--- src/design/btb_pkg.sv ---
/*
 * branch predictor types
 * 2-bit saturating counter states and the state given to a new entry
 */
`default_nettype none

package btb_pkg;

   // msb set means the entry predicts taken
   typedef enum logic [1:0] {
      STRONG_NOT_TAKEN = 2'b00,
      WEAK_NOT_TAKEN   = 2'b01,
      WEAK_TAKEN       = 2'b10,
      STRONG_TAKEN     = 2'b11
   } pred_state_t;

   // freshly allocated entries lean taken
   parameter pred_state_t PRED_ALLOC_STATE = WEAK_TAKEN;

endpackage

`default_nettype wire

--- src/design/cpu_types_pkg.sv ---
/*
 * cpu types
 * ISA-level types shared by the branch prediction front end:
 * data word, opcodes and the I-type / J-type instruction views
 */
`default_nettype none

package cpu_types_pkg;

   parameter int WORD_W = 32;

   typedef logic [WORD_W-1:0] word_t;

   // primary opcode field, MIPS encodings
   typedef enum logic [5:0] {
      RTYPE = 6'b000000,
      J     = 6'b000010,
      JAL   = 6'b000011,
      BEQ   = 6'b000100,
      BNE   = 6'b000101,
      ADDI  = 6'b001000,
      LW    = 6'b100011,
      SW    = 6'b101011
   } opcode_t;

   // conditional branches and immediates
   typedef struct packed {
      opcode_t     opcode;
      logic [4:0]  rs;
      logic [4:0]  rt;
      logic [15:0] imm;
   } itype_t;

   // absolute jumps
   typedef struct packed {
      opcode_t     opcode;
      logic [25:0] addr;
   } jtype_t;

   // same instruction word, read either way by the resolver
   typedef union packed {
      itype_t i;
      jtype_t j;
   } instr_t;

endpackage

`default_nettype wire

--- src/design/bpred_top.sv ---
/*
 * branch prediction front end
 * fetch PC, BTB and execute-stage resolver wired together
 */
`timescale 1ns/1ns
`default_nettype none

module bpred_top #(
   parameter int                   BTB_ENTRIES = 4,
   parameter cpu_types_pkg::word_t RESET_PC    = '0
) (
   input  wire logic                  CLK,
   input  wire logic                  nRST,
   input  wire logic                  stall,
   input  wire logic                  ex_valid,
   input  wire cpu_types_pkg::word_t  ex_pc,
   input  wire cpu_types_pkg::instr_t ex_instr,
   input  wire cpu_types_pkg::word_t  ex_rs_data,
   input  wire cpu_types_pkg::word_t  ex_rt_data,
   input  wire logic                  ex_pred_taken,
   input  wire cpu_types_pkg::word_t  ex_pred_target,
   output cpu_types_pkg::word_t       pc,
   output logic                       pred_taken,
   output cpu_types_pkg::word_t       pred_target,
   output logic                       flush,
   output cpu_types_pkg::word_t       redirect_pc
);
   import cpu_types_pkg::*;

   logic  btb_hit;
   // resolver to BTB write port
   logic  upd_wen;
   word_t upd_pc;
   logic  upd_taken;
   word_t upd_target;

   fetch_pc #(
      .RESET_PC (RESET_PC)
   ) fetch0 (
      .CLK         (CLK),
      .nRST        (nRST),
      .stall       (stall),
      .flush       (flush),
      .redirect_pc (redirect_pc),
      .btb_hit     (btb_hit),
      .btb_taken   (pred_taken),
      .btb_target  (pred_target),
      .pc          (pc)
   );

   btb #(
      .BTB_ENTRIES (BTB_ENTRIES)
   ) btb0 (
      .CLK         (CLK),
      .nRST        (nRST),
      .rd_pc       (pc),
      .wr_en       (upd_wen),
      .wr_pc       (upd_pc),
      .wr_taken    (upd_taken),
      .wr_target   (upd_target),
      .hit         (btb_hit),
      .pred_taken  (pred_taken),
      .pred_target (pred_target)
   );

   branch_resolve resolve0 (
      .CLK            (CLK),
      .nRST           (nRST),
      .ex_valid       (ex_valid),
      .ex_pc          (ex_pc),
      .ex_instr       (ex_instr),
      .ex_rs_data     (ex_rs_data),
      .ex_rt_data     (ex_rt_data),
      .ex_pred_taken  (ex_pred_taken),
      .ex_pred_target (ex_pred_target),
      .flush          (flush),
      .redirect_pc    (redirect_pc),
      .upd_wen        (upd_wen),
      .upd_pc         (upd_pc),
      .upd_taken      (upd_taken),
      .upd_target     (upd_target)
   );

endmodule

`default_nettype wire

--- src/design/branch_resolve.sv ---
/*
 * branch resolver
 * resolves BEQ, BNE and J in execute, checks the carried prediction
 * and issues a one-cycle flush, redirect and BTB update
 */
`timescale 1ns/1ns
`default_nettype none

module branch_resolve (
   input  wire logic                    CLK,
   input  wire logic                    nRST,
   input  wire logic                    ex_valid,
   input  wire cpu_types_pkg::word_t    ex_pc,
   input  wire cpu_types_pkg::instr_t   ex_instr,
   input  wire cpu_types_pkg::word_t    ex_rs_data,
   input  wire cpu_types_pkg::word_t    ex_rt_data,
   input  wire logic                    ex_pred_taken,
   input  wire cpu_types_pkg::word_t    ex_pred_target,
   output logic                         flush,
   output cpu_types_pkg::word_t         redirect_pc,
   output logic                         upd_wen,
   output cpu_types_pkg::word_t         upd_pc,
   output logic                         upd_taken,
   output cpu_types_pkg::word_t         upd_target
);
   import cpu_types_pkg::*;

   word_t pc_plus4;
   word_t br_target;
   word_t j_target;
   word_t act_target;
   logic  is_beq;
   logic  is_bne;
   logic  is_j;
   logic  is_ctrl;
   logic  operands_eq;
   logic  act_taken;
   logic  mispred;
   logic  resolve;

   // decode, branch fields through the I view and jump fields through the J view
   assign is_beq  = (ex_instr.i.opcode == BEQ);
   assign is_bne  = (ex_instr.i.opcode == BNE);
   assign is_j    = (ex_instr.j.opcode == J);
   assign is_ctrl = is_beq || is_bne || is_j;
   assign resolve = ex_valid && is_ctrl;

   assign pc_plus4  = ex_pc + 32'd4;
   assign br_target = pc_plus4 + {{14{ex_instr.i.imm[15]}}, ex_instr.i.imm, 2'b00};
   // region of the delay slot address, plus the word address
   assign j_target  = {pc_plus4[31:28], ex_instr.j.addr, 2'b00};

   assign operands_eq = (ex_rs_data == ex_rt_data);
   assign act_taken   = is_j || (is_beq && operands_eq) || (is_bne && !operands_eq);
   assign act_target  = is_j ? j_target : br_target;

   // wrong direction, or right direction but stale target
   assign mispred = (act_taken != ex_pred_taken) ||
                    (act_taken && (act_target != ex_pred_target));

   always_ff @(posedge CLK, negedge nRST) begin
      if (!nRST) begin
         flush   <= 1'b0;
         upd_wen <= 1'b0;
      end else begin
         flush   <= resolve && mispred;
         upd_wen <= resolve;
      end
   end

   // payload only meaningful while the strobes are high
   always_ff @(posedge CLK) begin
      if (resolve) begin
         redirect_pc <= act_taken ? act_target : pc_plus4;
         upd_pc      <= ex_pc;
         upd_taken   <= act_taken;
         upd_target  <= act_target;
      end
   end

   // fetch loads this straight into pc
   a_redirect_aligned: assert property (@(posedge CLK) disable iff (!nRST)
      flush |-> (redirect_pc[1:0] == 2'b00));

endmodule

`default_nettype wire

--- src/design/btb.sv ---
/*
 * branch target buffer
 * direct-mapped, full PC tag, target and 2-bit counter per entry;
 * combinational lookup, update or allocate on the write strobe
 */
`timescale 1ns/1ns
`default_nettype none

module btb #(
   parameter int BTB_ENTRIES = 4
) (
   input  wire logic                 CLK,
   input  wire logic                 nRST,
   input  wire cpu_types_pkg::word_t rd_pc,
   input  wire logic                 wr_en,
   input  wire cpu_types_pkg::word_t wr_pc,
   input  wire logic                 wr_taken,
   input  wire cpu_types_pkg::word_t wr_target,
   output logic                      hit,
   output logic                      pred_taken,
   output cpu_types_pkg::word_t      pred_target
);
   import cpu_types_pkg::*;
   import btb_pkg::*;

   localparam int IDX_W = $clog2(BTB_ENTRIES);

   logic [BTB_ENTRIES-1:0] ent_valid;
   word_t                  ent_pc     [BTB_ENTRIES];
   word_t                  ent_target [BTB_ENTRIES];
   pred_state_t            ent_state  [BTB_ENTRIES];

   logic [IDX_W-1:0] rd_idx;
   logic [IDX_W-1:0] wr_idx;
   logic             wr_match;

   // saturating step toward the resolved outcome
   function automatic pred_state_t next_state(input pred_state_t cur, input logic taken);
      case (cur)
         STRONG_TAKEN:     next_state = taken ? STRONG_TAKEN : WEAK_TAKEN;
         WEAK_TAKEN:       next_state = taken ? STRONG_TAKEN : WEAK_NOT_TAKEN;
         WEAK_NOT_TAKEN:   next_state = taken ? WEAK_TAKEN : STRONG_NOT_TAKEN;
         default:          next_state = taken ? WEAK_NOT_TAKEN : STRONG_NOT_TAKEN;
      endcase
   endfunction

   // word index, byte offset bits dropped
   assign rd_idx = rd_pc[IDX_W+1:2];
   assign wr_idx = wr_pc[IDX_W+1:2];

   // lookup
   assign hit         = ent_valid[rd_idx] && (ent_pc[rd_idx] == rd_pc);
   assign pred_taken  = hit && ent_state[rd_idx][1];
   assign pred_target = hit ? ent_target[rd_idx] : '0;

   // same branch already resident, only train its counter
   assign wr_match = ent_valid[wr_idx] && (ent_pc[wr_idx] == wr_pc);

   always_ff @(posedge CLK, negedge nRST) begin
      if (!nRST) begin
         ent_valid <= '0;
      end else if (wr_en) begin
         ent_valid[wr_idx] <= 1'b1;
      end
   end

   always_ff @(posedge CLK) begin
      if (wr_en) begin
         if (wr_match) begin
            ent_state[wr_idx] <= next_state(ent_state[wr_idx], wr_taken);
         end else begin
            // new branch or alias, evict whatever was there
            ent_pc[wr_idx]     <= wr_pc;
            ent_target[wr_idx] <= wr_target;
            ent_state[wr_idx]  <= PRED_ALLOC_STATE;
         end
      end
   end

   // resolver must only ever hand us instruction addresses
   a_wr_pc_aligned: assert property (@(posedge CLK) disable iff (!nRST)
      wr_en |-> (wr_pc[1:0] == 2'b00));

endmodule

`default_nettype wire

--- src/design/fetch_pc.sv ---
/*
 * fetch program counter
 * next address priority: redirect, stall hold, predicted target, pc + 4
 */
`timescale 1ns/1ns
`default_nettype none

module fetch_pc #(
   parameter cpu_types_pkg::word_t RESET_PC = '0
) (
   input  wire logic                 CLK,
   input  wire logic                 nRST,
   input  wire logic                 stall,
   input  wire logic                 flush,
   input  wire cpu_types_pkg::word_t redirect_pc,
   input  wire logic                 btb_hit,
   input  wire logic                 btb_taken,
   input  wire cpu_types_pkg::word_t btb_target,
   output cpu_types_pkg::word_t      pc
);
   import cpu_types_pkg::*;

   word_t next_pc;

   always_comb begin
      if (flush) begin
         // a redirect wins even over a stalled front end
         next_pc = redirect_pc;
      end else if (stall) begin
         next_pc = pc;
      end else if (btb_hit && btb_taken) begin
         next_pc = btb_target;
      end else begin
         next_pc = pc + 32'd4;
      end
   end

   always_ff @(posedge CLK, negedge nRST) begin
      if (!nRST) begin
         pc <= RESET_PC;
      end else begin
         pc <= next_pc;
      end
   end

   a_pc_aligned: assert property (@(posedge CLK) disable iff (!nRST)
      pc[1:0] == 2'b00);

endmodule

`default_nettype wire

--- config.mk ---
export PLATFORM = sky130hd
export DESIGN_NAME = bpred_top
export DESIGN_NICKNAME = d
export VERILOG_FILES = /design/src/design/btb_pkg.sv /design/src/design/cpu_types_pkg.sv /design/src/design/bpred_top.sv /design/src/design/branch_resolve.sv /design/src/design/btb.sv /design/src/design/fetch_pc.sv
export SDC_FILE = /design/constraint.sdc
export NUM_CORES = 1
export LEC_CHECK = 0
export BUFFER_PORTS_ARGS = -buffer_cell sky130_fd_sc_hd__buf_2
export CAP_MARGIN = 20
export CORE_UTILIZATION = 53
export CTS_CLUSTER_SIZE = 8
export DETAILED_ROUTE_END_ITERATION = 7
export GPL_ROUTABILITY_DRIVEN = 0
export HOLD_SLACK_MARGIN = 0.08
export PLACE_DENSITY = 0.73
export SLEW_MARGIN = 20
export SYNTH_ARGS = -nofsm -noshare
export SYNTH_HDL_FRONTEND = slang
export SYNTH_SLANG_ARGS = --single-unit
export TNS_END_PERCENT = 1
--- constraint.sdc ---
create_clock -name CLK -period 4.55 [get_ports CLK]
set_clock_uncertainty 0.1 [all_clocks]
set_input_delay 0.455 -clock CLK [delete_from_list [all_inputs] [get_ports CLK]]
set_output_delay 0.455 -clock CLK [all_outputs]
set_load 0.01 [all_outputs]
==> impl_metrics.toml <==
[floorplanning]
die_h_um = 203
core_area_um2 = 39800
die_w_um = 203
num_rows = 73
dieArea_um2 = 41400
start_util_pct = 54.0
io-pin-count = 263

[logic_synthesis]
async_flop_share_pct = 9.52
synthCells = 1654
avgSynthCellArea_um2 = 13.0
yosysUniqueCellTypes = 87
synth_area_um2 = 21500
yosys-top-cells-area = "edfxtp_1 (50%), mux4_2 (9.1%), dfrtp_1 (4.4%)"
syn_nets = 1860
netlist_top_cells_count = "edfxtp_1 (359), nand2_1 (115), a21oi_1 (96)"
synth-seq-cells = 399
synth_edf_count = 359
synth_top_area_cell = "edfxtp_1"
synth.most_common_cell = "edfxtp_1"
synth_top_area_share_pct = 50.2
synth_warnings = 0
yosys_most_used_dff = "edfxtp_1"
ys_seq_area_share_pct = 54.8

[layout]
final_nets = 2205
area_growth_pct = 19.6
diodes = 0
fillers = 2947
layout-drive-gt1-share_pct = 28.6
fin_cells = 2570
multi_input_area_um2 = 9260
layout.area.seq_um2 = 11800
finish.utilization_pct = 64.5

[sta]
timing.final.crit_share_pct = 96.5
period_needed_ns = 4.39
slew_headroom_pct = 31.9
hold-worst-slack_ns = 0.106
finalSetupViolations = 0
setup_tns_ns = 0
hold_viol = 0
worstMarginPinSlew_ns = 1.02
max_freq_ghz = 0.228
drv_slew = 0

[critical_path]
cp_max_fo = 6
crit_path_end_kind = "flip-flop"
critPathLaunch = "ex_pc[3]"
cp.required_ns = 4.90
crit_cells = 18
path_cells = "dlygate4sd3_1 > buf_2 > nand2_1 > and4b_2 > nand2_1 > xnor2_1 > buf_4 > ha_1 > nand2_1 > o211ai_1 > a21boi_0 > or3_1 > nand2_1 > o22ai_1 > mux2i_1 > xor3_1 > nor4_1 > nor3_1"
cp.arrival_ns = 4.74
critPathTopFamily = "simple AND/OR/NAND/NOR gates"
worstReg2RegEnd = "btb0.ent_target[2][13]"
cp_slowest_cell = "dlygate4sd3_1"
critical_path_class = "primary input to flip-flop"
rr_worst_depth = 9
crit_path_max_incr_delay_ns = 0.56
critical_path.most_common_cell = "nand2_1"
r2r_setup_slack_ns = 0.55
path_buf_inv = 3
cp-start-kind = "primary input"

[routing]
drt-total-wl_um = 66800
met3_length_um = 7170
vias_per_cell = 6.38
first_iter_violations = 2076
vias = 16400
ant_nets = 0
drt-met1-wl_um = 26100
drc = 0
top_layer_used = "met4"
post_drt_wl_per_cell_um = 26.0
dr_wl_met2_um = 30400
drt_pass1_iterations = 6

[global_routing]
antenna_found_initial = 0
grtUsageTotal_pct = 32.3
grt.overflow.total = 0
grt_max_degree = 76
grt_first_pass_wirelength_um = 98100
grt_pass1_vias = 15500

[power_and_ir_drop]
p_leak_nw = 9.41
p_total_w = 0.0103
p_per_area_nw_per_um2 = 401
vdd_drop_max_v = 0.000286

[worst_hold_path]
holdCritStartpoint = "ex_pc[26]"
whs_path_depth = 1
hp-class = "primary input to flip-flop"
hold_end = "resolve0.upd_pc[26]"

[clock_tree]
root_buffer = "clkbuf_16"
numCtsBuffers = 55
cts_htree_levels = 2
clk_latency_ns = 0.59
cts.clk_slew.worst_paths_ns = 0.06
clockBufferDepth = 3
tritoncts = "yes"
cts_sinks = 399

[run]
max_cap_violations = 0

[placement]
dp_cells = 2450
hpwl_um = 49500
port_buffers = 262

[outcome]
status = "finished, final reports clean"
==> flip-flops by register name, summed over array words and instances (netlist names), named ones only <==
register and flops:
resolve0.upd_wen 1, resolve0.upd_taken 1, resolve0.upd_target 32, btb0.ent_target 128, resolve0.redirect_pc 30, btb0.ent_state 8, resolve0.upd_pc 32, resolve0.flush 1
fetch0.pc 32, btb0.ent_pc 128, btb0.ent_valid 4
==> worst register-to-register path: cells and delay by family, from the launching register on <==
kind,cells,cell delay [ns]
simple gates,5,1.66
buf+inv,2,0.60
flops,1,0.59
mux,1,0.56
xor+xnor,1,0.16
==> power breakdown <==
group / leakage [nW] / total, W / internal (W) / switching [W]
clock network: 0.755 / 0.00379 / 0.00229 / 0.00149
registers: 3.70 / 0.00444 / 0.00411 / 0.000338
logic: 4.95 / 0.00208 / 0.000950 / 0.00113
total: 9.41 / 0.0103 / 0.00735 / 0.00296
==> per-layer routing <==
metal  up-vias  GRT usage (%)
met1      8081           46.2
met3       153           5.02
li1       7150              -
met2      1025           49.0
met5         -              0
met4         0           14.5
==> repair_timing <==
item,CTS,global route
resized for setup,0,16
hold buffers,16,0
hold endpoints to repair,53,0
endpoints found under the setup margin,0,2
setup buffers,0,1
==> placed cells by master (no fill, tap or decap), types with 11 or more instances in the layout <==
master / count
buf_2: 261
edfxtp_1: 359
nor4_1: 24
clkbuf_1: 45
clkbuf_16: 56
nor2_1: 79
nor2b_1: 41
o22ai_1: 17
mux2_2: 26
and2_1: 13
a21oi_1: 96
or3_1: 15
nand4_1: 38
o21ai_1: 14
o21ai_0: 48
dlygate4sd3_1: 16
dfrtp_1: 35
xnor2_1: 66
and4_1: 11
mux4_1: 11
ha_1: 40
mux4_2: 87
a31oi_1: 18
o211ai_1: 13
nor3b_1: 12
inv_1: 28
a21o_1: 15
and3_1: 21
nand2_1: 114
xor2_1: 81
nor3_1: 33
nand3_1: 45
buf_4: 97
==> final cells by class <==
class	instances	area share (%)
inverter	30	0.453
clock inverter	2	0.0974
multi-input combinational	1134	36.0
sequential	399	45.8
timing repair buffer	379	8.93
tap	525	2.56
clock buffer	101	6.11
==> logic make-up (layout without fill, tap and decap cells) <==
| kind of cell | Yosys count | count (layout) | share of synthesized area (%) |
|---|---|---|---|
| AND/OR/NAND/NOR | 488 | 488 | 11.9 |
| adder cells (fa/ha/maj) | 42 | 42 | 2.47 |
| XOR/XNOR | 156 | 156 | 6.49 |
| buffers and inverters | 121 | 512 | 2.63 |
| flip-flops | 399 | 399 | 54.8 |
| AO/OA/AOI/OAI | 315 | 315 | 9.48 |
| multiplexers | 133 | 133 | 12.2 |
==> worst max-delay path by stage <==
stage                              to  slack, ns
finish                 resolve0.flush       0.16
global placement       resolve0.flush      -0.07
global route           resolve0.flush      -0.02
CTS                    resolve0.flush     0.0008
floorplan           btb0.ent_pc[3][0]       0.31
detailed placement     resolve0.flush      -0.21
==> metrics by stage <==
| step | area (µm²) | setup slack (ns) |
|---|---|---|
| finish | 25700 | 0.160 |
| global route | 25700 | -0.0239 |
| CTS | 25600 | 0.000805 |
| detailed placement | 23800 | -0.211 |
| global placement | 23800 | -0.0669 |
| floorplan | 21500 | 0.312 |
Power figures use the tool's default switching activity.
